==> config.mk <==
export PLATFORM = sky130hd
export DESIGN_NAME = plru
export DESIGN_NICKNAME = d
export VERILOG_FILES = /design/src/hw/plru.sv
export VERILOG_INCLUDE_DIRS = /design/src /design/src/hw
export SDC_FILE = /design/constraint.sdc
export NUM_CORES = 1
export LEC_CHECK = 0
export ABC_AREA = 1
export BUFFER_PORTS_ARGS = -buffer_cell sky130_fd_sc_hd__buf_2
export CORE_AREA = 2 2 70 72
export CTS_CLUSTER_DIAMETER = 100
export CTS_CLUSTER_SIZE = 14
export DETAILED_ROUTE_END_ITERATION = 16
export DIE_AREA = 0 0 72 74
export GPL_TIMING_DRIVEN = 0
export PLACE_DENSITY = 0.67
export SLEW_MARGIN = 20
export SYNTH_ARGS = -nofsm -noshare
export SYNTH_HDL_FRONTEND = slang
export SYNTH_SLANG_ARGS = --single-unit
==> constraint.sdc <==
create_clock -name i_clk -period 1.75 [get_ports i_clk]
set_input_delay 0.35 -clock i_clk [delete_from_list [all_inputs] [get_ports i_clk]]
set_output_delay 0.35 -clock i_clk [all_outputs]
set_load 0.02 [all_outputs]
==> src/hw/dcache_macros.svh <==
`ifndef DCACHE_MACROS_SVH
`define DCACHE_MACROS_SVH

// cache geometry
`define CACHE_WAYS      4
`define CACHE_SETS      16
`define WORDS_PER_LINE  8

// address split into tag, index, word offset and 2 byte bits
`define WORD_OFF_W      3
`define INDEX_W         4
`define TAG_W           23

// way number and tree pseudo-LRU state
`define WAY_W           2
`define PLRU_W          3

// one line on the memory bus
`define LINE_BITS       256

`endif

==> src/hw/plru.sv <==
`timescale 1ns/1ps
`default_nettype none

`include "dcache_macros.svh"

module plru (
	input  wire                 i_clk,
	input  wire                 i_rst,
	input  wire  [`INDEX_W-1:0] i_index,
	input  wire                 i_touch,
	input  wire  [`WAY_W-1:0]   i_way,
	output logic [`WAY_W-1:0]   o_victim
);
	logic [`PLRU_W-1:0] tree [`CACHE_SETS];
	logic [`PLRU_W-1:0] rd_bits;
	logic [`PLRU_W-1:0] new_bits;

	// bit 1 root, bit 0 over ways 0/1, bit 2 over ways 2/3
	always_comb begin
		new_bits = tree[i_index];
		case (i_way)
			2'd0:    new_bits[1:0] = 2'b00;
			2'd1:    new_bits[1:0] = 2'b01;
			2'd2:    new_bits[2:1] = 2'b01;
			default: new_bits[2:1] = 2'b11;
		endcase
	end

	always_ff @(posedge i_clk) begin
		if (i_rst) begin
			for (int s = 0; s < `CACHE_SETS; s++) begin
				tree[s] <= '0;
			end
		end else if (i_touch) begin
			tree[i_index] <= new_bits;
		end
	end

	always_ff @(posedge i_clk) begin
		rd_bits <= tree[i_index];
	end

	// victim points away from the recently used half
	always_comb begin
		if (!rd_bits[1])
			o_victim = rd_bits[2] ? 2'd2 : 2'd3;
		else
			o_victim = rd_bits[0] ? 2'd0 : 2'd1;
	end

endmodule

`default_nettype wire

==> metrics list <==
- Status: finished clean
- Global route total overflow: 0
- TritonCTS created 5 clock buffers.
* WHS: 517 ps
- Post-synthesis to final-layout area growth: 10.7%
- Dividing total power by cell area gives a power density of about 940 mW/mm².
- In this run, synthesis produced a sequential element count of 51.
- Synthesized cell area: ~0.0024 mm²
- The first detailed-routing pass took 5 iterations.
- GRT Overall Usage: approximately a fifth
- Avg Inst Size Synth: about 8.8 µm²
- The share of the Yosys chip area taken by registers is 62.2%.
* Element type at the critical path end: register
- Area share of the largest cell type after synthesis: roughly 60%
- Per report_power, the sequential group accounts for 56.1% of the total.
- Weighted congestion at the end of routability-driven global placement: 0.879
* Number of design-rule violations left by the first detailed-router iteration: ~170
- The floorplan has 25 rows.
- Post-placement cell area: around 0.0025 mm²
- Clock tree buffer depth: 2
- TritonCTS built the clock tree.
- Area used by multi-input combinational logic: between 800 and 900 µm²
- Tightest Hold Check Type: input port to register
- OpenSTA, run right after detailed placement, puts the worst setup slack at -328 ps.
- For this configuration, the core starts out at a cell density of between 50 and 60%.
- The tree built by TritonCTS fans out to between 50 and 60 sinks.
- The total count of hold-check failures in the final report is 0.
* RSZ-0062 raised after global routing: no
- The initial antenna violation count was 0.
- The analysis attributes to net switching a power of between 0.5 and 0.6 mW.
* Yosys warning total: 0
- Across all layers, the routed design uses 1829 vias.
- In this run the standard cell core region covers between 0.004 and 0.005 mm².
* Cell types occupying the most area after synthesis: sky130_fd_sc_hd__edfxtp_1 60%, sky130_fd_sc_hd__nand2_1 20%, sky130_fd_sc_hd__nor2_1 8.9%
* Number of levels the H-tree was split into: 2
- Number of unique standard cell types used by synthesis: 15
- The number of nets in the synthesized netlist is 283.
* Final period util: 94.1%
- Derived from the worst setup path, the maximum achievable clock frequency is just over 600 MHz.
- The biggest area contributor in the post-synthesis netlist is sky130_fd_sc_hd__edfxtp_1.
- The floorplan step set the die width to a little over 70 µm.
- Net switching is a little under a quarter of the power.
- The floorplan step defined a die boundary enclosing approximately 0.0053 mm².
* Largest voltage drop on the vdd net: around 0.00049 V
* Cell leakage power: approximately 1.2 nW
- Fill cells in the final layout number about 420.
- The finished cells cover between 0.002 and 0.003 mm².
- Clock-pin slew was measured on the worst setup and hold paths at about 90 ps.
* Largest net degree at the start of global routing: 16
- The net count of the finished layout is 300.
- Largest fanout on the critical path: 8
- Internal power comes to between 1.5 and 2 mW.
* Syn Inst Count: ~270
- Nature of the critical path startpoint: input port
- Height of the chip: between 70 and 80 µm
* Count of final max-slew check failures: 0
- The via count of the first global-routing pass was 1635.
- Sequential cell area: between 0.0015 and 0.002 mm²
* Detailed Route WL: ~5200 µm
- The cell sitting at the root of the clock tree is a sky130_fd_sc_hd__clkbuf_8.
* Post-DR vias/cell: ~5.3
- Cells with a size suffix above 1 make up about a tenth of the layout.
- Of the total power, the clock network draws 33.5%.
- At the worst endpoint, the required time is approximately 1800 ps.
* Actual transition at the worst max-transition pin: 597 ps
* Estimated wirelength of the detail-placed design: 3700 µm
- Global-route wire length before repair: 8220 µm
* Final setup margin: roughly 100 ps
- Endpoint arrival time on the critical path: roughly 1700 ps
* Total of max-cap violations: 0
* Comb power frac: a little over a tenth
* Final min period: 1650 ps
* Clk Latency, worst-skew pair: roughly 300 ps
* Count of buffers from port buffering: 10
* Kind of critical path: input port to register
- After detailed routing, the number of remaining DRC violations is 0.
- Diodes inserted: 0
* Worst slew margin relative to its limit: between 50% and 60%
- I/O Pins: 11
- Post-route antenna net violation count: 0
* Total setup violations reported at the end of the flow: 0
- The clock arrives with approximately 6.7 ps of skew.
- Dividing the detail-routed wire length by the instance count gives 15.0 µm.
## power by group through the flow
stage          logic [mW]  registers, mW  clock network (mW)
2_1_floorplan       0.174           1.43                   0
3_3_place_gp        0.250           1.44                   0
3_5_place_dp        0.254           1.44                   0
4_1_cts             0.254           1.41               0.851
5_1_grt             0.288           1.41               0.894
6_report            0.261           1.41               0.841
## cells in the mapped netlist, drive strengths merged
master and n:
buf 6, mux2i 1, a22oi 8, nand2 133, clkbuf 2, clkinv 2
nor3 3, inv 10, nand4 1, dfxtp 3, nor2 57, edfxtp 48
## per-stage QoR
stage               std cells  utilization [%]  setup TNS [ps]  power [mW]
floorplan                 274                -               0        1.60
global placement          338             55.0          -11820        1.69
detailed placement        338             55.0          -13800        1.69
CTS                       346             57.6               0        2.51
global route              346             58.1               0        2.60
finish                    346             58.1               0        2.51
## cell type report
type	count	share of cell area (%)
clock buffers	6	3.09
inverters	12	1.69
multi-input cells	203	31.2
plain buffers	8	2.11
flip-flops and latches	51	56.2
repair buffers	10	1.87
clock inverters	2	1.31
well taps	54	2.53
## flip-flops by register name, summed over array words and instances (netlist names)
name / cells
rd_bits: 3
tree: 48
## worst max-delay path, stage by stage
cell	delay, ps
sky130_fd_sc_hd__buf_2	100
sky130_fd_sc_hd__clkinv_1	150
sky130_fd_sc_hd__nand2_1	150
sky130_fd_sc_hd__nor3_1	490
sky130_fd_sc_hd__nand2_1	230
sky130_fd_sc_hd__nand2_1	190
## placed cells by master (no fill, tap or decap)
cell / instances
sky130_fd_sc_hd__mux2i_1: 1
sky130_fd_sc_hd__nand2_1: 131
sky130_fd_sc_hd__bufinv_16: 1
sky130_fd_sc_hd__dfxtp_1: 3
sky130_fd_sc_hd__nor2_2: 1
sky130_fd_sc_hd__nand4_1: 1
sky130_fd_sc_hd__buf_2: 13
sky130_fd_sc_hd__nand2_4: 2
sky130_fd_sc_hd__nor3_1: 1
sky130_fd_sc_hd__inv_2: 2
sky130_fd_sc_hd__buf_6: 3
sky130_fd_sc_hd__nor2_1: 56
sky130_fd_sc_hd__clkinv_2: 1
sky130_fd_sc_hd__clkbuf_1: 2
sky130_fd_sc_hd__clkbuf_8: 6
sky130_fd_sc_hd__edfxtp_1: 48
sky130_fd_sc_hd__inv_1: 8
sky130_fd_sc_hd__clkinv_1: 2
sky130_fd_sc_hd__nor3_2: 2
sky130_fd_sc_hd__a22oi_1: 8
## routing by layer
metal  up-vias  wire, µm  GRT usage [%]
met5         -         0              0
met4         0        62           6.71
li1        914         -              -
met3         6       248           4.20
met1       863      2490           30.8
met2        46      2390           32.1
## what timing repair did
action / 4_1_cts / 5_1_grt
setup buffers: 0 / 0
endpoints found under the setup margin: 0 / 35
hold buffers: 0 / 0
gates resized for setup: 0 / 5
## worst paths after layout
check	startpoint	to	slack, ps	cells past startpoint
min reg2reg	tree[6][1]$_SDFFCE_PN0P_	rd_bits[1]$_DFF_P_	610	4
max reg2reg	tree[2][2]$_SDFFCE_PN0P_	tree[11][2]$_SDFFCE_PN0P_	180	11
max	i_rst	tree[4][0]$_SDFFCE_PN0P_	100	6
min	i_index[1]	rd_bits[0]$_DFF_P_	520	7
## cells by family after synthesis
family | Yosys count | share of synthesized area [%]
DFF | 51 | 62.2
muxes | 1 | 0.415
buffers and inverters | 20 | 4.20
AOI/OAI and AO/OA | 8 | 2.49
and+or+nand+nor | 194 | 30.7
Note: power is estimated with default switching activity, not from simulation.
