==> src/hw/dcache_macros.svh <==
`ifndef DCACHE_MACROS_SVH
`define DCACHE_MACROS_SVH

// cache geometry
`define CACHE_WAYS      4
`define CACHE_SETS      16
`define WORDS_PER_LINE  8

// address split into tag, index, word offset and 2 byte bits
`define WORD_OFF_W      3
`define INDEX_W         4
`define TAG_W           23

// way number and tree pseudo-LRU state
`define WAY_W           2
`define PLRU_W          3

// one line on the memory bus
`define LINE_BITS       256

`endif

==> src/hw/dcache_pkg.sv <==
`default_nettype none

`include "dcache_macros.svh"

package dcache_pkg;

	// byte address as the cache sees it
	typedef struct packed {
		logic [`TAG_W-1:0]      tag;
		logic [`INDEX_W-1:0]    index;
		logic [`WORD_OFF_W-1:0] word;
		logic [1:0]             byte_off;
	} addr_fields_t;

	// raw word or split fields
	typedef union packed {
		logic [31:0]  raw;
		addr_fields_t f;
	} addr_u;

endpackage

`default_nettype wire

==> src/hw/tag_array.sv <==
`timescale 1ns/1ps
`default_nettype none

`include "dcache_macros.svh"

module tag_array
	import dcache_pkg::*;
(
	input  wire                  i_clk,
	input  wire                  i_we,
	input  wire  [`INDEX_W-1:0]  i_windex,
	input  wire  [`WAY_W-1:0]    i_wway,
	input  wire                  i_wvalid,
	input  wire  [`TAG_W-1:0]    i_wtag,
	input  wire  [`INDEX_W-1:0]  i_index,
	input  wire  [31:0]          i_addr,
	input  wire  [`WAY_W-1:0]    i_victim_way,
	output logic                 o_hit,
	output logic [`WAY_W-1:0]    o_hit_way,
	output logic [`TAG_W:0]      o_victim_valid_tag
);
	// {valid, tag} per way and set
	logic [`TAG_W:0]         mem [`CACHE_WAYS][`CACHE_SETS];
	logic [`TAG_W:0]         rd_set [`CACHE_WAYS];
	addr_u                   req_addr;
	logic [`CACHE_WAYS-1:0]  way_hit;

	// an invalid write clears every way of the set
	always_ff @(posedge i_clk) begin
		for (int w = 0; w < `CACHE_WAYS; w++) begin
			if (i_we && (!i_wvalid || i_wway == `WAY_W'(w)))
				mem[w][i_windex] <= {i_wvalid, i_wtag};
		end
	end

	// address registered alongside the set read
	always_ff @(posedge i_clk) begin
		for (int w = 0; w < `CACHE_WAYS; w++) begin
			rd_set[w] <= mem[w][i_index];
		end
		req_addr.raw <= i_addr;
	end

	always_comb begin
		o_hit_way = '0;
		for (int w = 0; w < `CACHE_WAYS; w++) begin
			way_hit[w] = rd_set[w][`TAG_W] && (rd_set[w][`TAG_W-1:0] == req_addr.f.tag);
			if (way_hit[w])
				o_hit_way = `WAY_W'(w);
		end
		o_hit = |way_hit;
	end

	assign o_victim_valid_tag = rd_set[i_victim_way];

endmodule

`default_nettype wire

==> config.mk <==
export PLATFORM = sky130hd
export DESIGN_NAME = tag_array
export DESIGN_NICKNAME = d
export VERILOG_FILES = /design/src/hw/dcache_pkg.sv /design/src/hw/tag_array.sv
export VERILOG_INCLUDE_DIRS = /design/src /design/src/hw
export SDC_FILE = /design/constraint.sdc
export NUM_CORES = 1
export LEC_CHECK = 0
export BUFFER_PORTS_ARGS = -buffer_cell sky130_fd_sc_hd__clkbuf_2
export CAP_MARGIN = 20
export CORE_AREA = 2 2 321 354
export DETAILED_ROUTE_END_ITERATION = 10
export DIE_AREA = 0 0 323 356
export GPL_ROUTABILITY_DRIVEN = 0
export GPL_TIMING_DRIVEN = 0
export PLACE_DENSITY_LB_ADDON = 0.25
export RECOVER_POWER = 100
export SLEW_MARGIN = 15
export SYNTH_ARGS = -nofsm -noshare
export SYNTH_HDL_FRONTEND = slang
export SYNTH_SLANG_ARGS = --single-unit
export TNS_END_PERCENT = 100
==> constraint.sdc <==
create_clock -name i_clk -period 2.2 [get_ports i_clk]
set_clock_uncertainty 0.15 [all_clocks]
set_input_delay 0.22 -clock i_clk [delete_from_list [all_inputs] [get_ports i_clk]]
set_output_delay 0.22 -clock i_clk [all_outputs]
set_load 0.01 [all_outputs]
==> impl_summary.log <==
INFO  metric route.detailed.vias_per_inst = 6.56
INFO  metric synth_nets = about 2,600
INFO  metric max_freq = approximately 320 MHz
INFO  metric reg2reg_slack = 0.42 ns
INFO  metric detail-route-antenna-nets = 0
INFO  metric drc_violation_total_after_the_first_tritonroute_iteration = 4,534
INFO  metric syn-mean-instance-area = between 20 and 25 µm²
INFO  metric worst_ir_drop_vdd = 0.000890 V
INFO  metric cts_max_path_buffers = 3
INFO  metric worst_skew_pair.late_latency = 0.79 ns
INFO  metric synth.distinct_cells = 21
INFO  metric worst_hold_startpoint = i_we
INFO  metric cts.sink_count = around 1,700
INFO  metric final_cell_mix = sky130_fd_sc_hd__edfxtp_1 (1,536), sky130_fd_sc_hd__mux4_2 (504), sky130_fd_sc_hd__clkbuf_16 (161), sky130_fd_sc_hd__clkbuf_2 (94), sky130_fd_sc_hd__clkbuf_1 (93)
INFO  metric antenna_found_initial = 18
INFO  metric synth_seq_area_share = 78.3%
INFO  metric violations = negative hold slack, max-capacitance violations, max-slew violations, negative setup slack
INFO  metric syn2layout_area_growth = 14.3%
INFO  metric timing.reg2reg.worst_path_depth = 2
INFO  metric dieWidth = 323 µm
INFO  metric rsz0062_at_grt = yes
INFO  metric layout.cells.most_common = sky130_fd_sc_hd__edfxtp_1
INFO  metric critical_register_to_register_path_startpoint = mem[2][380]
INFO  metric syn-instance-count = approximately 2,500
INFO  metric htreeDepth = 4
INFO  metric floorplan.initialDensity = 55.5%
INFO  metric final_hold_viol_count = 1
INFO  metric clock_tree_from_tritoncts = built
INFO  metric yosys_register_bits = 1,655
INFO  metric critical_path.endpoint_type = primary output
INFO  metric grt_first_pass_wirelength = 225 mm
INFO  metric p_leak = between 20 and 25 nW
INFO  metric layout_min_cycle_time = 3.09 ns
INFO  metric finalCritPeriodShare = 141%
INFO  metric clk_pin_slew_worst_paths = 0.07 ns
INFO  metric layout.nets = just under 3,000
INFO  metric totalWireLength = between 150 and 200 mm
INFO  metric timing.critical_path.arrival = 2.72 ns
INFO  metric r2r_end = rd_set[2][20]
INFO  metric grt_start_max_net_pins = 65
INFO  metric groute.usage.overall = between 20% and 30%
INFO  metric synth_area = approximately 0.062 mm²
INFO  metric boundaryPins = slightly below 100
INFO  metric clockRootBuffer = sky130_fd_sc_hd__clkbuf_16
INFO  metric dpl.hpwl = just over 100 mm
INFO  metric setup.worst_path.start = req_addr[25]
INFO  metric power.density_cell_area = 931 mW/mm²
INFO  metric hold_class = primary input to flip-flop
INFO  metric via_count = 29,700
INFO  metric drive_gt1_share = 35.5%
INFO  metric finalSetupViolations = 769
INFO  metric criticalPathCategory = flip-flop to primary output
INFO  metric number_of_global_route_vias_before_repair = between 20,000 and 30,000
INFO  metric result_of_the_run = finished with violations
INFO  metric cap_violations = 13
INFO  metric die_h = 356 µm
INFO  metric cts_inserted_buffers = 155
INFO  metric yosys_warnings = 0
INFO  metric globalRouteOverflowTotal = 0
INFO  metric worst-slew-pin-transition = 1.72 ns
INFO  metric design.die.area = 0.115 mm²
INFO  metric coreArea = roughly 0.11 mm²
INFO  metric final_worst_setup_slack = -0.892 ns
INFO  metric worstPathRequired = about 1.8 ns
INFO  metric drt_first_pass_iters = 7
INFO  metric rows = 129
INFO  metric worst-path-max-fanout = 4
INFO  metric crit_end = o_hit
INFO  metric io_buffer_count = 81
INFO  metric timing_max_transition_violations_final = 748
INFO  metric total_neg_setup_slack = -67.09 ns
INFO  metric crit_path_start_kind = flip-flop
INFO  metric dr_drc_count = 0
INFO  metric slew-limit-headroom = -14.4%
INFO  metric mean_routed_wirelength_per_cell = ~36 µm
INFO  metric hold_slack = -0.00349 ns
-- what timing repair did --
item | in CTS | in global routing
setup endpoints to repair | 1025 | 52
pin swaps | 11 | 0
buffers inserted | 14 | 0
gates cloned | 0 | 0
endpoints found under the hold margin | 193 | 256
hold buffers | 49 | 4
resized for setup | 108 | 59
-- worst min path at each step --
stage,to,cells after the start
6_report,mem[3][382],3
5_1_grt,mem[3][382],3
4_1_cts,mem[1][187],1
3_5_place_dp,req_addr[22],1
3_3_place_gp,req_addr[20],1
2_1_floorplan,req_addr[10],0
-- report_power, final --
part           switching (mW)  total (mW)  internal (mW)  leakage (nW)
logic                    2.18        3.80           1.62          5.07
registers               0.610        35.7           35.1          14.9
clock network            11.3        26.4           15.1          2.46
-- cells in the mapped netlist (all sizes together) --
master	n	area, µm²
inv	2	7.51
mux4	504	11400
edfxtp	1536	46100
nor4	14	87.6
dfxtp	119	2380
a21bo	1	10.0
or3	2	12.5
nand3	8	40.0
nand2	14	52.6
nor3	1	5.00
nor2b	4	25.0
xnor2	44	385
nand4	16	100
o21ai	4	20.0
clkbuf	59	221
buf	65	447
nor2	66	248
xor2	48	420
-- cell families (layout without fill, tap and decap cells) --
family	after synthesis	in the layout	share of synthesized area [%]
flops	1655	1655	78.3
xor+xnor	92	92	1.30
compound gates	5	5	0.0485
simple gates	125	125	0.921
mux	504	504	18.3
other cells	0	13	0
buf+inv	126	628	1.09
-- worst max-delay path, cell delays in order, from the launching register on --
cell,delay [ns]
sky130_fd_sc_hd__dfxtp_1,0.56
sky130_fd_sc_hd__xor2_1,0.14
sky130_fd_sc_hd__nor4_1,0.34
sky130_fd_sc_hd__nand4_1,0.16
sky130_fd_sc_hd__or3_1,0.33
sky130_fd_sc_hd__nand4_1,0.23
sky130_fd_sc_hd__buf_2,0.19
-- per-layer routing --
| metal | track usage, % | part of all wire [%] | vias to the layer above |
|---|---|---|---|
| met5 | 0 | 0.075 | - |
| met3 | 6.90 | 11 | 410 |
| met1 | 38.7 | 36 | 15900 |
| met2 | 45.1 | 48 | 1908 |
| met4 | 12.5 | 5.1 | 18 |
| li1 | - | - | 11500 |
-- flip-flops by register name (all words and copies together), names as in the netlist --
register,flops
req_addr,23
mem,1536
rd_set,96
-- through the flow --
stage,area (µm²),setup WS [ns],utilization [%],cells,power (mW)
after floorplan,61900,-0.167,-,2507,38.0
after global placement,64200,-2.20,57.5,4094,39.7
after detailed placement,66500,-1.66,59.5,4166,40.0
after CTS,72400,-0.803,64.8,4509,66.2
after global routing,70800,-0.900,63.4,4523,67.5
final,70800,-0.892,63.4,4528,65.9
-- cell type report --
cell class,instances,area (µm²)
well taps,1506,1880
plain buffers,118,683
clock buffers,205,4260
clock inverters,81,734
multi-input cells,726,12900
inverters,2,7.51
flip-flops and latches,1655,48700
repair buffers,222,1660
diodes,13,32.5
fillers,7158,40900
Power figures use the tool's default switching activity.
