### config.mk
export PLATFORM = sky130hd
export DESIGN_NAME = mem_bridge_flat
export DESIGN_NICKNAME = d
export VERILOG_FILES = /design/src/hw/mem_cmd_if.sv /design/src/hw/mem_bridge.sv /design/src/flat_wrapper.sv
export VERILOG_INCLUDE_DIRS = /design/src /design/src/hw
export SDC_FILE = /design/constraint.sdc
export NUM_CORES = 1
export LEC_CHECK = 0
export BUFFER_PORTS_ARGS = -buffer_cell sky130_fd_sc_hd__buf_2
export CORE_AREA = 4 4 421 423
export CTS_CLUSTER_SIZE = 8
export DETAILED_ROUTE_END_ITERATION = 7
export DIE_AREA = 0 0 425 427
export HOLD_SLACK_MARGIN = 0.05
export PLACE_DENSITY_LB_ADDON = 0.25
export REMOVE_ABC_BUFFERS = 1
export SYNTH_ARGS = -nofsm -noshare
export SYNTH_HDL_FRONTEND = slang
export SYNTH_SLANG_ARGS = --single-unit
export TNS_END_PERCENT = 5
### constraint.sdc
create_clock -name i_clk -period 34.2 [get_ports i_clk]
set_clock_uncertainty 0.15 [all_clocks]
set_input_delay 3.42 -clock i_clk [delete_from_list [all_inputs] [get_ports i_clk]]
set_output_delay 3.42 -clock i_clk [all_outputs]
set_load 0.02 [all_outputs]
### src/hw/dcache_macros.svh
`ifndef DCACHE_MACROS_SVH
`define DCACHE_MACROS_SVH

// cache geometry
`define CACHE_WAYS      4
`define CACHE_SETS      16
`define WORDS_PER_LINE  8

// address split into tag, index, word offset and 2 byte bits
`define WORD_OFF_W      3
`define INDEX_W         4
`define TAG_W           23

// way number and tree pseudo-LRU state
`define WAY_W           2
`define PLRU_W          3

// one line on the memory bus
`define LINE_BITS       256

`endif

### src/hw/mem_cmd_if.sv
`timescale 1ns/1ps
`default_nettype none

`include "dcache_macros.svh"

interface mem_cmd_if;
	logic                  start;
	logic                  we;
	logic [31:0]           addr;
	logic [`LINE_BITS-1:0] wline;
	logic                  done;
	logic [`LINE_BITS-1:0] rline;

	// controller issues, bridge answers
	modport ctrl (
		output start,
		output we,
		output addr,
		output wline,
		input  done,
		input  rline
	);

	modport port (
		input  start,
		input  we,
		input  addr,
		input  wline,
		output done,
		output rline
	);
endinterface

`default_nettype wire

### src/hw/mem_bridge.sv
`timescale 1ns/1ps
`default_nettype none

`include "dcache_macros.svh"

module mem_bridge (
	input  wire                   i_clk,
	input  wire                   i_rst,
	mem_cmd_if.port               cmd,
	output logic                  o_mem_req,
	output logic                  o_mem_we,
	output logic [31:0]           o_mem_addr,
	output logic [`LINE_BITS-1:0] o_mem_wline,
	input  wire                   i_mem_ack,
	input  wire  [`LINE_BITS-1:0] i_mem_rline
);
	localparam logic [1:0] ST_IDLE    = 2'd0;
	localparam logic [1:0] ST_REQ     = 2'd1;
	localparam logic [1:0] ST_RELEASE = 2'd2;

	logic [1:0] state;

	always_ff @(posedge i_clk) begin
		if (i_rst) begin
			state     <= ST_IDLE;
			o_mem_req <= 1'b0;
			cmd.done  <= 1'b0;
		end else begin
			cmd.done <= 1'b0;
			case (state)
				ST_IDLE: begin
					if (cmd.start) begin
						o_mem_req <= 1'b1;
						state     <= ST_REQ;
					end
				end
				ST_REQ: begin
					if (i_mem_ack) begin
						o_mem_req <= 1'b0;
						state     <= ST_RELEASE;
					end
				end
				ST_RELEASE: begin
					// done only once memory has released ack
					if (!i_mem_ack) begin
						cmd.done <= 1'b1;
						state    <= ST_IDLE;
					end
				end
				default: state <= ST_IDLE;
			endcase
		end
	end

	// command held steady for the whole request phase
	always_ff @(posedge i_clk) begin
		if (state == ST_IDLE && cmd.start) begin
			o_mem_we    <= cmd.we;
			o_mem_addr  <= cmd.addr;
			o_mem_wline <= cmd.wline;
		end
		if (state == ST_REQ && i_mem_ack && !o_mem_we)
			cmd.rline <= i_mem_rline;
	end

endmodule

`default_nettype wire

### src/flat_wrapper.sv
// flat-port wrapper written by rule: the top's interface ports become plain ports
module mem_bridge_flat 
  (i_clk, i_rst, o_mem_req, o_mem_we, o_mem_addr, o_mem_wline, i_mem_ack, i_mem_rline, cmd_start, cmd_we, cmd_addr, cmd_wline, cmd_done, cmd_rline);
  mem_cmd_if cmd_i ();
  input  wire i_clk;
  input  wire i_rst;
  output logic o_mem_req;
  output logic o_mem_we;
  output logic [31:0] o_mem_addr;
  output logic [`LINE_BITS-1:0] o_mem_wline;
  input  wire i_mem_ack;
  input  wire  [`LINE_BITS-1:0] i_mem_rline;
  input wire logic [$bits(cmd_i.start)-1:0] cmd_start;
  input wire logic [$bits(cmd_i.we)-1:0] cmd_we;
  input wire logic [$bits(cmd_i.addr)-1:0] cmd_addr;
  input wire logic [$bits(cmd_i.wline)-1:0] cmd_wline;
  output wire logic [$bits(cmd_i.done)-1:0] cmd_done;
  output wire logic [$bits(cmd_i.rline)-1:0] cmd_rline;
  assign cmd_i.start = cmd_start;
  assign cmd_i.we = cmd_we;
  assign cmd_i.addr = cmd_addr;
  assign cmd_i.wline = cmd_wline;
  assign cmd_done = cmd_i.done;
  assign cmd_rline = cmd_i.rline;
  mem_bridge u_core (.i_clk(i_clk), .i_rst(i_rst), .cmd(cmd_i), .o_mem_req(o_mem_req), .o_mem_we(o_mem_we), .o_mem_addr(o_mem_addr), .o_mem_wline(o_mem_wline), .i_mem_ack(i_mem_ack), .i_mem_rline(i_mem_rline));
endmodule
==> results.txt <==
Post-Synthesis Cells - 561
Worst skew pair latency - 0.67 ns
CP Launch Type - input port
Initial DRC count - 543
Post-CTS sizing - 0
Die X - 425 µm
Asr flop ratio synth - 0
Rel. slew slack - 0.238
Tot GR Track Use - 0.0841
Critical path type - input port to flip-flop
Hold_buf cts - 0
Synth Cell Area - 16500 µm²
Post-DP Area - 25000 µm²
Total core area - 173000 µm²
First-pass GRT wire length - 102000 µm
FF-to-FF path depth - 4
Routed Antenna Nets - 0
Synth Area in Adders - 0
Io pins - 1096
Syn-to-layout area delta - 65.1%
Overflow after GRT - 0
Compound-gate portion of the synthesized area - 0.00106
Most used DFF post-synth - edfxtp_1
DP HPWL - 67400 µm
Max_cap viols - 0
Peak Freq - 164 MHz
DIE AREA - 181000 µm²
Area contributors post-synth - edfxtp_1 99%, dfxtp_1 0.48%, nor4b_1 0.11%
Hold Path Class - flip-flop to flip-flop
Std-Cell Rows - 153
Final Power - 1.66 mW
Simple-gate portion of the synthesized area - 0.00288
WHS Path Cells - 2
Footprint of the multi-input gates - 91.3 µm²
GPL Wtd Cong - 0.847
Final setup fails - 0
Clock buffer count from CTS - 82
Flip-flop and latch area - 16400 µm²
Worst-Margin Slew - 1.14 ns
Initial Util - 0.0953
VDD IR-drop max - 0.0000390 V
CTS tree - done
Final period util - 0.178
Seq/Total Area, Yosys - 0.995
DR WL/cell - 19.9 µm
Post-CTS Setup Bufs - 0
Min Hold Slack - 0.358 ns
Ys Warns - 0
RSZ-0062 raised after global routing - false
CP required - 34.33 ns
XOR/XNOR Fraction of Synth Area - 0.000530
H-tree depth - 3
Cell Pwr Density - 60.7 nW/µm²
Clock Tree Buf Depth - 3
Largest area contributor in the netlist - edfxtp_1
Initial antenna violation count - 68
Post-synth EDFFs - 545
DRC - 0
Yosys top cell area share - 0.990
Routed vias - 10700
Fin crit period - 6.10 ns
Vias/cell - 2.60
Crit. End Element - flip-flop
Status - finished clean
Synth cell count leaders - 545 x edfxtp_1, 4 x dfxtp_1, 2 x nor4b_1
TritonRoute pass-1 iters - 4
Mux share of post-synthesis cell area - 0.000605
Dominant combinational cell family by area after synthesis - simple AND/OR/NAND/NOR gates
TritonCTS Sinks - 549
Clock-pin slew on the worst setup and hold paths - 0.05 ns
Final-stage net count - 2296
Mapped Avg Cell Area - 29.5 µm²
Post-layout instance area - 27300 µm²
Top-count cell post-synth - edfxtp_1
Fraction of layout cells with a size suffix above 1 - 0.677
Yosys reg bits - 549
CTS Root Buffer Type - clkbuf_16
Filler cells - 19300
WL final - 82100 µm
PortBufs - 1095
Final Hold Fails - 0
Leakage - 10.6 nW
Setup_tns - 0 ns
Die Y - 427 µm
Synth unique cells - 13
CP max FO - 146
Vias in the first global route - 10900
WP data arrival - 6.23 ns
Largest net degree at the start of global routing - 147
Pins Over Slew Limit - 0
==> layout make-up <==
cell class | instances | share of cell area
multi-input cells | 11 | 0.00335
repair buffers | 1102 | 0.203
flip-flops and latches | 549 | 0.602
clock inverters | 11 | 0.00412
inverters | 1 | 0.000137
well taps | 2325 | 0.107
diodes | 20 | 0.00183
clock buffers | 98 | 0.0785
==> path summary, 6_finish.rpt <==
kind | slack [ns] | to | from
min | 0.36 | u_core.o_mem_req | u_core.o_mem_req
max reg2reg | 30.59 | u_core.cmd.rline[231] | u_core.o_mem_we
min reg2reg | 0.36 | u_core.o_mem_req | u_core.o_mem_req
max | 28.10 | u_core.cmd.rline[231] | i_mem_ack
==> where the power goes <==
part	total [mW]	switching (mW)	internal (mW)	leakage, nW
clock network	0.741	0.304	0.437	1.10
logic	0.123	0.0820	0.0410	4.38
registers	0.793	0.0127	0.780	5.12
==> sequential cells by signal (all words and copies together) (netlist names) <==
| register | count |
|---|---|
| u_core.cmd.rline | 256 |
| u_core.o_mem_wline | 256 |
| u_core.o_mem_addr | 32 |
| u_core.state | 2 |
| u_core.cmd.done | 1 |
| u_core.o_mem_req | 1 |
| u_core.o_mem_we | 1 |
==> logic make-up after synthesis <==
family,count (synthesis)
flip-flops,549
buffers and inverters,1
AND/OR/NAND/NOR,6
multiplexers,1
XOR/XNOR,1
AO/OA/AOI/OAI,3
==> layout by cell type, fill, tap and decap left out <==
| cell | count |
|---|---|
| nor2b_1 | 1 |
| inv_1 | 1 |
| nor4b_2 | 1 |
| mux2i_1 | 1 |
| dfxtp_1 | 4 |
| clkinvlp_4 | 1 |
| buf_12 | 1 |
| diode_2 | 20 |
| clkbuf_16 | 83 |
| clkinv_2 | 4 |
| nor4b_1 | 1 |
| clkinv_8 | 2 |
| buf_2 | 1095 |
| clkinv_4 | 1 |
| clkbuf_1 | 14 |
| clkbuf_8 | 1 |
| edfxtp_1 | 545 |
| o21ai_0 | 1 |
| nor3_2 | 1 |
| xnor2_1 | 1 |
| clkinv_1 | 1 |
| inv_16 | 2 |
| buf_4 | 6 |
| o21bai_1 | 1 |
| nor3_1 | 1 |
| and2b_4 | 1 |
| a21oi_1 | 1 |
==> critical path, cell delays in order <==
cell and delay [ns]:
buf_2 0.10, inv_1 0.09, nor4b_2 0.23, buf_4 0.69, buf_4 0.70, buf_12 0.45
==> per-layer routing <==
| metal | vias up | track usage | wire, µm |
|---|---|---|---|
| met5 | - | 0 | 41 |
| met4 | 6 | 0.0273 | 2560 |
| met3 | 187 | 0.0340 | 7300 |
| met2 | 676 | 0.147 | 42500 |
| met1 | 5170 | 0.0925 | 29700 |
| li1 | 4684 | - | - |
==> through the flow <==
step | instances | setup WS, ns | utilization
2_1_floorplan | 561 | 3.09 | -
5_1_grt | 4104 | 28.01 | 0.157
3_3_place_gp | 3988 | 27.45 | 0.144
3_5_place_dp | 3988 | 27.47 | 0.144
4_1_cts | 4097 | 28.26 | 0.157
6_report | 4117 | 28.10 | 0.157
(Power assumes the default switching activity.)
