$ cat config.mk
export PLATFORM = sky130hd
export DESIGN_NAME = dcache_ctrl_flat
export DESIGN_NICKNAME = d
export VERILOG_FILES = /design/src/hw/dcache_pkg.sv /design/src/hw/mem_cmd_if.sv /design/src/hw/dcache_ctrl.sv /design/src/flat_wrapper.sv
export VERILOG_INCLUDE_DIRS = /design/src /design/src/hw
export SDC_FILE = /design/constraint.sdc
export NUM_CORES = 1
export LEC_CHECK = 0
export BUFFER_PORTS_ARGS = -buffer_cell sky130_fd_sc_hd__buf_4
export CAP_MARGIN = 25
export CORE_AREA = 2 2 516 518
export CTS_BUF_LIST = sky130_fd_sc_hd__clkbuf_8 sky130_fd_sc_hd__clkbuf_16
export DETAILED_ROUTE_END_ITERATION = 12
export DIE_AREA = 0 0 518 520
export GPL_TIMING_DRIVEN = 0
export HOLD_SLACK_MARGIN = 0.12
export PLACE_DENSITY = 0.3
export SLEW_MARGIN = 20
export SYNTH_ARGS = -nofsm -noshare
export SYNTH_HDL_FRONTEND = slang
export SYNTH_SLANG_ARGS = --single-unit
$ cat constraint.sdc
create_clock -name i_clk -period 34.3 [get_ports i_clk]
set_clock_uncertainty 0.1 [all_clocks]
set_input_delay 1.715 -clock i_clk [delete_from_list [all_inputs] [get_ports i_clk]]
set_output_delay 1.715 -clock i_clk [all_outputs]
set_load 0.005 [all_outputs]
$ cat src/hw/dcache_macros.svh
`ifndef DCACHE_MACROS_SVH
`define DCACHE_MACROS_SVH

// cache geometry
`define CACHE_WAYS      4
`define CACHE_SETS      16
`define WORDS_PER_LINE  8

// address split into tag, index, word offset and 2 byte bits
`define WORD_OFF_W      3
`define INDEX_W         4
`define TAG_W           23

// way number and tree pseudo-LRU state
`define WAY_W           2
`define PLRU_W          3

// one line on the memory bus
`define LINE_BITS       256

`endif

$ cat src/hw/dcache_pkg.sv
`default_nettype none

`include "dcache_macros.svh"

package dcache_pkg;

	// byte address as the cache sees it
	typedef struct packed {
		logic [`TAG_W-1:0]      tag;
		logic [`INDEX_W-1:0]    index;
		logic [`WORD_OFF_W-1:0] word;
		logic [1:0]             byte_off;
	} addr_fields_t;

	// raw word or split fields
	typedef union packed {
		logic [31:0]  raw;
		addr_fields_t f;
	} addr_u;

endpackage

`default_nettype wire

$ cat src/hw/mem_cmd_if.sv
`timescale 1ns/1ps
`default_nettype none

`include "dcache_macros.svh"

interface mem_cmd_if;
	logic                  start;
	logic                  we;
	logic [31:0]           addr;
	logic [`LINE_BITS-1:0] wline;
	logic                  done;
	logic [`LINE_BITS-1:0] rline;

	// controller issues, bridge answers
	modport ctrl (
		output start,
		output we,
		output addr,
		output wline,
		input  done,
		input  rline
	);

	modport port (
		input  start,
		input  we,
		input  addr,
		input  wline,
		output done,
		output rline
	);
endinterface

`default_nettype wire

$ cat src/hw/dcache_ctrl.sv
`timescale 1ns/1ps
`default_nettype none

`include "dcache_macros.svh"

module dcache_ctrl
	import dcache_pkg::*;
(
	input  wire                     i_clk,
	input  wire                     i_rst,
	input  wire                     i_req,
	input  wire                     i_we,
	input  wire  [31:0]             i_addr,
	input  wire  [3:0]              i_be,
	input  wire  [31:0]             i_wdata,
	output logic                    o_ack,
	output logic [31:0]             o_rdata,
	output logic [`INDEX_W-1:0]     o_tag_index,
	output logic                    o_tag_we,
	output logic [`INDEX_W-1:0]     o_tag_windex,
	output logic                    o_tag_wvalid,
	output logic [`TAG_W-1:0]       o_tag_wtag,
	input  wire                     i_hit,
	input  wire  [`WAY_W-1:0]       i_hit_way,
	input  wire  [`TAG_W:0]         i_victim_valid_tag,
	output logic [`INDEX_W-1:0]     o_data_index,
	output logic [`WAY_W-1:0]       o_data_way,
	output logic [`WORD_OFF_W-1:0]  o_data_word,
	output logic [3:0]              o_data_be,
	output logic [31:0]             o_data_wdata,
	output logic                    o_data_word_we,
	output logic                    o_data_line_we,
	output logic [`LINE_BITS-1:0]   o_data_line,
	input  wire  [31:0]             i_data_rword,
	input  wire  [`LINE_BITS-1:0]   i_data_rline,
	output logic [`INDEX_W-1:0]     o_lru_index,
	output logic                    o_lru_touch,
	output logic [`WAY_W-1:0]       o_lru_way,
	input  wire  [`WAY_W-1:0]       i_lru_victim,
	mem_cmd_if.ctrl                 mem
);
	localparam logic [2:0] ST_INVALIDATING = 3'd0;
	localparam logic [2:0] ST_IDLE         = 3'd1;
	localparam logic [2:0] ST_LOOKUP       = 3'd2;
	localparam logic [2:0] ST_WRITEBACK    = 3'd3;
	localparam logic [2:0] ST_REFILL       = 3'd4;
	localparam logic [2:0] ST_RESPOND      = 3'd5;

	logic [2:0]            state;
	logic [`INDEX_W-1:0]   sweep_cnt;
	addr_u                 cur_addr;
	addr_u                 req_addr;
	logic                  req_we;
	logic [3:0]            req_be;
	logic [31:0]           req_wdata;
	logic [`WAY_W-1:0]     fill_way;
	logic [`INDEX_W-1:0]   rd_index;
	logic [`WAY_W-1:0]     lookup_way;
	logic                  lookup_hit;
	logic                  victim_valid;
	logic                  wb_done;
	logic                  fill_done;
	logic [31:0]           wb_addr;
	logic [31:0]           fill_addr;
	logic [31:0]           fill_word;
	logic [`LINE_BITS-1:0] fill_line;

	assign cur_addr.raw = i_addr;

	// arrays are read with the live address while idle
	assign rd_index     = (state == ST_IDLE) ? cur_addr.f.index : req_addr.f.index;
	assign lookup_hit   = (state == ST_LOOKUP) && i_hit;
	assign lookup_way   = i_hit ? i_hit_way : i_lru_victim;
	assign victim_valid = i_victim_valid_tag[`TAG_W];
	assign wb_done      = (state == ST_WRITEBACK) && mem.done;
	assign fill_done    = (state == ST_REFILL) && mem.done;

	assign wb_addr   = {i_victim_valid_tag[`TAG_W-1:0], req_addr.f.index,
		{(`WORD_OFF_W + 2){1'b0}}};
	assign fill_addr = {req_addr.f.tag, req_addr.f.index, {(`WORD_OFF_W + 2){1'b0}}};

	// pending write bytes go into the refilled line
	always_comb begin
		fill_line = mem.rline;
		fill_word = mem.rline[req_addr.f.word*32 +: 32];
		if (req_we) begin
			for (int b = 0; b < 4; b++) begin
				if (req_be[b])
					fill_word[b*8 +: 8] = req_wdata[b*8 +: 8];
			end
			fill_line[req_addr.f.word*32 +: 32] = fill_word;
		end
	end

	always_ff @(posedge i_clk) begin
		if (i_rst) begin
			state     <= ST_INVALIDATING;
			sweep_cnt <= '0;
			mem.start <= 1'b0;
		end else begin
			mem.start <= 1'b0;
			case (state)
				ST_INVALIDATING: begin
					sweep_cnt <= sweep_cnt + 1'b1;
					if (sweep_cnt == `INDEX_W'(`CACHE_SETS - 1))
						state <= ST_IDLE;
				end
				ST_IDLE: begin
					if (i_req)
						state <= ST_LOOKUP;
				end
				ST_LOOKUP: begin
					if (i_hit) begin
						state <= ST_RESPOND;
					end else begin
						mem.start <= 1'b1;
						state     <= victim_valid ? ST_WRITEBACK : ST_REFILL;
					end
				end
				ST_WRITEBACK: begin
					if (wb_done) begin
						mem.start <= 1'b1;
						state     <= ST_REFILL;
					end
				end
				ST_REFILL: begin
					if (fill_done)
						state <= ST_RESPOND;
				end
				ST_RESPOND: begin
					// hold ack until the core lets go
					if (!i_req)
						state <= ST_IDLE;
				end
				default: state <= ST_IDLE;
			endcase
		end
	end

	always_ff @(posedge i_clk) begin
		if (state == ST_IDLE && i_req) begin
			req_addr  <= cur_addr;
			req_we    <= i_we;
			req_be    <= i_be;
			req_wdata <= i_wdata;
		end
		if (state == ST_LOOKUP) begin
			o_rdata <= i_data_rword;
			if (!i_hit) begin
				// victim line leaves with its current contents
				fill_way  <= i_lru_victim;
				mem.wline <= i_data_rline;
				mem.we    <= victim_valid;
				mem.addr  <= victim_valid ? wb_addr : fill_addr;
			end
		end
		if (wb_done) begin
			mem.we   <= 1'b0;
			mem.addr <= fill_addr;
		end
		if (fill_done)
			o_rdata <= fill_word;
	end

	assign o_ack = (state == ST_RESPOND);

	// sweep writes an invalid entry, which clears the whole set
	assign o_tag_index  = rd_index;
	assign o_tag_we     = (state == ST_INVALIDATING) || fill_done;
	assign o_tag_windex = (state == ST_INVALIDATING) ? sweep_cnt : req_addr.f.index;
	assign o_tag_wvalid = (state != ST_INVALIDATING);
	assign o_tag_wtag   = req_addr.f.tag;

	assign o_data_index   = rd_index;
	assign o_data_way     = (state == ST_LOOKUP) ? lookup_way : fill_way;
	assign o_data_word    = req_addr.f.word;
	assign o_data_be      = req_be;
	assign o_data_wdata   = req_wdata;
	assign o_data_word_we = lookup_hit && req_we;
	assign o_data_line_we = fill_done;
	assign o_data_line    = fill_line;

	// hit touches the hit way, miss the victim
	assign o_lru_index = rd_index;
	assign o_lru_touch = (state == ST_LOOKUP);
	assign o_lru_way   = lookup_way;

endmodule

`default_nettype wire

$ cat src/flat_wrapper.sv
// flat-port wrapper written by rule: the top's interface ports become plain ports
module dcache_ctrl_flat import dcache_pkg::*;
  (i_clk, i_rst, i_req, i_we, i_addr, i_be, i_wdata, o_ack, o_rdata, o_tag_index, o_tag_we, o_tag_windex, o_tag_wvalid, o_tag_wtag, i_hit, i_hit_way, i_victim_valid_tag, o_data_index, o_data_way, o_data_word, o_data_be, o_data_wdata, o_data_word_we, o_data_line_we, o_data_line, i_data_rword, i_data_rline, o_lru_index, o_lru_touch, o_lru_way, i_lru_victim, mem_start, mem_we, mem_addr, mem_wline, mem_done, mem_rline);
  mem_cmd_if mem_i ();
  input  wire i_clk;
  input  wire i_rst;
  input  wire i_req;
  input  wire i_we;
  input  wire  [31:0] i_addr;
  input  wire  [3:0] i_be;
  input  wire  [31:0] i_wdata;
  output logic o_ack;
  output logic [31:0] o_rdata;
  output logic [`INDEX_W-1:0] o_tag_index;
  output logic o_tag_we;
  output logic [`INDEX_W-1:0] o_tag_windex;
  output logic o_tag_wvalid;
  output logic [`TAG_W-1:0] o_tag_wtag;
  input  wire i_hit;
  input  wire  [`WAY_W-1:0] i_hit_way;
  input  wire  [`TAG_W:0] i_victim_valid_tag;
  output logic [`INDEX_W-1:0] o_data_index;
  output logic [`WAY_W-1:0] o_data_way;
  output logic [`WORD_OFF_W-1:0] o_data_word;
  output logic [3:0] o_data_be;
  output logic [31:0] o_data_wdata;
  output logic o_data_word_we;
  output logic o_data_line_we;
  output logic [`LINE_BITS-1:0] o_data_line;
  input  wire  [31:0] i_data_rword;
  input  wire  [`LINE_BITS-1:0] i_data_rline;
  output logic [`INDEX_W-1:0] o_lru_index;
  output logic o_lru_touch;
  output logic [`WAY_W-1:0] o_lru_way;
  input  wire  [`WAY_W-1:0] i_lru_victim;
  output wire logic [$bits(mem_i.start)-1:0] mem_start;
  output wire logic [$bits(mem_i.we)-1:0] mem_we;
  output wire logic [$bits(mem_i.addr)-1:0] mem_addr;
  output wire logic [$bits(mem_i.wline)-1:0] mem_wline;
  input wire logic [$bits(mem_i.done)-1:0] mem_done;
  input wire logic [$bits(mem_i.rline)-1:0] mem_rline;
  assign mem_start = mem_i.start;
  assign mem_we = mem_i.we;
  assign mem_addr = mem_i.addr;
  assign mem_wline = mem_i.wline;
  assign mem_i.done = mem_done;
  assign mem_i.rline = mem_rline;
  dcache_ctrl u_core (.i_clk(i_clk), .i_rst(i_rst), .i_req(i_req), .i_we(i_we), .i_addr(i_addr), .i_be(i_be), .i_wdata(i_wdata), .o_ack(o_ack), .o_rdata(o_rdata), .o_tag_index(o_tag_index), .o_tag_we(o_tag_we), .o_tag_windex(o_tag_windex), .o_tag_wvalid(o_tag_wvalid), .o_tag_wtag(o_tag_wtag), .i_hit(i_hit), .i_hit_way(i_hit_way), .i_victim_valid_tag(i_victim_valid_tag), .o_data_index(o_data_index), .o_data_way(o_data_way), .o_data_word(o_data_word), .o_data_be(o_data_be), .o_data_wdata(o_data_wdata), .o_data_word_we(o_data_word_we), .o_data_line_we(o_data_line_we), .o_data_line(o_data_line), .i_data_rword(i_data_rword), .i_data_rline(i_data_rline), .o_lru_index(o_lru_index), .o_lru_touch(o_lru_touch), .o_lru_way(o_lru_way), .i_lru_victim(i_lru_victim), .mem(mem_i));
endmodule
==> flow_summary.json <==
{
  "drtIter0Drc": 1834,
  "clkLatencyLatePin_ps": 740,
  "grt_pass1_vias": 21200,
  "area_growth_pct": 90.5,
  "synth-seq-cells": 393,
  "synth_seq_area_share": 0.620,
  "wirelength_um": 226000,
  "wl_per_cell_um": 34.9,
  "synthFlopType": "edfxtp_1",
  "yosys_warnings": 0,
  "cts_setup_buffers": 0,
  "yosys.cell_types.count": 43,
  "syn_inst": 1446,
  "avgSynthCellArea_um2": 13.1,
  "synth_top_area_frac": 0.610,
  "relSlewSlack": 0.198,
  "grt.met2_usage": 0.287,
  "synth_compound_area_frac": 0.105,
  "required_ps": 32490,
  "setup_violations": 0,
  "fmax_mhz": 135,
  "grt_max_degree": 30,
  "synth_fa_ha_area_frac": 0.00199,
  "hold_path.class": "flip-flop to flip-flop",
  "die_h_um": 520,
  "grt_pass1_wl_um": 275000,
  "grt_overflow": 0,
  "clock_path_buffers": 3,
  "max-vdd-ir-drop_v": 0.0000465,
  "synth_top_family_by_area": "multiplexers",
  "drc": 0,
  "synth.area.top_cells": "edfxtp_1 (61%), o21ai_0 (6.5%), nand2_1 (6.2%), mux4_2 (4.8%), mux2_2 (3.5%)",
  "num_vias": 20500,
  "num-nets-final": 3519,
  "grt.busiest_layer": "met2",
  "synth_mux_area_frac": 0.147,
  "worst_r2r_path_depth": 15,
  "synth_edf_count": 384,
  "die_w_um": 518,
  "grt_usage": 0.162,
  "drive_gt1_frac": 0.574,
  "core_area_um2": 264000,
  "hold_depth": 1,
  "hold_buffers": 0,
  "grt_util_met3": 0.0785,
  "clock-sinks": 393,
  "ant_nets": 0,
  "rsz0062_at_grt": "false",
  "fill_cells": 30100,
  "period_share": 0.215,
  "numCtsBuffers": 58,
  "io_buffers": 1303,
  "finalCriticalPeriod_ps": 7380,
  "synthesis.area_um2": 18900,
  "start_util": 0.0716,
  "gr-usage-met1": 0.164,
  "clkTransAtPathRegs_ps": 60,
  "setup_tns_ps": 0,
  "synth_top_cell_by_area": "edfxtp_1",
  "dieArea_um2": 269000,
  "hold_violations": 0,
  "cap_viol_max_count": 0,
  "critical_path_class": "flip-flop to output pin",
  "ys_async_sr_fraction": 0,
  "place_hpwl_um": 200000,
  "yosysMostFrequentCell": "edfxtp_1",
  "synth_simple_gate_area_frac": 0.0846,
  "synthTopCellsByCount": "edfxtp_1 (384), nand2_1 (310), o21ai_0 (247), o31ai_1 (76), clkbuf_1 (72)",
  "dr.pass1.iters": 5,
  "path_max_fanout": 11,
  "p_per_area_nw_per_um2": 53.1,
  "synth-xor-area-share": 0.00139,
  "worst_pin_slew_ps": 1200,
  "p_leak_uw": 0.0145,
  "status": "finished, final reports clean",
  "final_core_util": 0.136,
  "rows": 189,
  "root_buffer": "clkbuf_16",
  "cts_resized": 0,
  "crit_arrival_ps": 5570,
  "vias_per_cell": 3.17,
  "cts_max_level": 2,
  "critPathLaunchType": "flip-flop",
  "ios": 1312,
  "antenna_found_initial": 128,
  "cts_tree": "built",
  "routabilityCongestion": 0.920,
  "critPathCaptureType": "output pin",
  "slew_violations": 0
}
[per-layer routing]
layer,part of all wire,up-vias
met5,0.0025,-
li1,-,8333
met1,0.34,10300
met4,0.041,92
met3,0.11,385
met2,0.50,1425
[power by group]
| group | internal (uW) | leakage (uW) | switching [uW] |
|---|---|---|---|
| registers | 589 | 0.00354 | 32.6 |
| clock network | 364 | 0.00101 | 275 |
| logic | 251 | 0.00992 | 399 |
| total | 1210 | 0.0145 | 706 |
[cells by family (layout without fill, tap and decap cells)]
kind of cell,after synthesis,after routing
adder cells (fa/ha/maj),3,3
buffers and inverters,144,1610
AND/OR/NAND/NOR,393,393
flip-flops,393,393
other,1,33
XOR/XNOR,3,3
AO/OA/AOI/OAI,350,350
multiplexers,159,159
[path summary, 6_finish.rpt]
path                     endpoint                from  slack [ps]
max reg2reg  u_core.mem.wline[48]     u_core.state[1]       30000
max               o_data_line[82]  u_core.req_addr[3]       26920
min                 u_core.mem.we       u_core.mem.we         390
min reg2reg         u_core.mem.we       u_core.mem.we         390
[sequential cells by signal, summed over array words and instances (netlist names)]
register and flops:
u_core.o_rdata 32, u_core.mem.start 1, u_core.state 3, u_core.sweep_cnt 4
u_core.mem.we 1, u_core.o_data_wdata 32, u_core.req_we 1, u_core.mem.wline 256
u_core.req_addr 30, u_core.o_data_be 4, u_core.mem.addr 27, u_core.fill_way 2
[final cells by class]
cell class	count	area, um2	share of cell area
Sequential cell	393	11700	0.325
Timing Repair Buffer	1360	10600	0.294
Multi-Input combinational cell	913	6470	0.180
Tap cell	3533	4420	0.123
Clock buffer	67	1580	0.0438
Buffer	136	771	0.0214
Clock inverter	39	389	0.0108
Antenna cell	28	70.1	0.00195
Inverter	8	30.0	0.000834
[cell usage in the layout (no fill, tap or decap), types with 9 or more instances in the layout]
cell	netlist	layout
diode_2	0	28
buf_2	10	11
clkbuf_2	0	26
buf_16	0	13
a21oi_1	13	12
inv_1	8	23
mux2i_1	16	16
clkbuf_1	72	46
o31ai_1	76	76
clkbuf_16	0	58
mux2_2	59	59
clkbuf_8	0	9
mux2i_4	28	28
dfxtp_1	9	9
edfxtp_1	384	384
buf_6	7	16
o21ai_0	247	246
mux4_1	16	16
buf_4	43	1376
mux4_2	40	40
nand2_1	310	310
nor2_1	37	37
[critical path, cell delays in order, from the launching register on]
cell	delay [ps]
edfxtp_1	650
inv_1	110
buf_2	270
clkbuf_2	380
buf_16	280
ha_1	200
ha_1	310
and3b_1	160
clkbuf_1	160
nand4_1	810
clkbuf_1	670
o21ai_0	600
buf_4	200
[metrics by stage]
stage / hold WS [ps] / cells / area, um2 / power, uW / setup WS (ps)
after floorplan: 346 / 1450 / 18900 / 832 / 13840
after global placement: 375 / 6286 / 33100 / 1310 / 1680
after CTS: 394 / 6448 / 35900 / 1970 / 26770
after global routing: 401 / 6455 / 35900 / 1990 / 26680
after detailed placement: 381 / 6342 / 34000 / 1290 / 27630
final: 392 / 6477 / 36000 / 1910 / 26920
(Power assumes the default switching activity.)
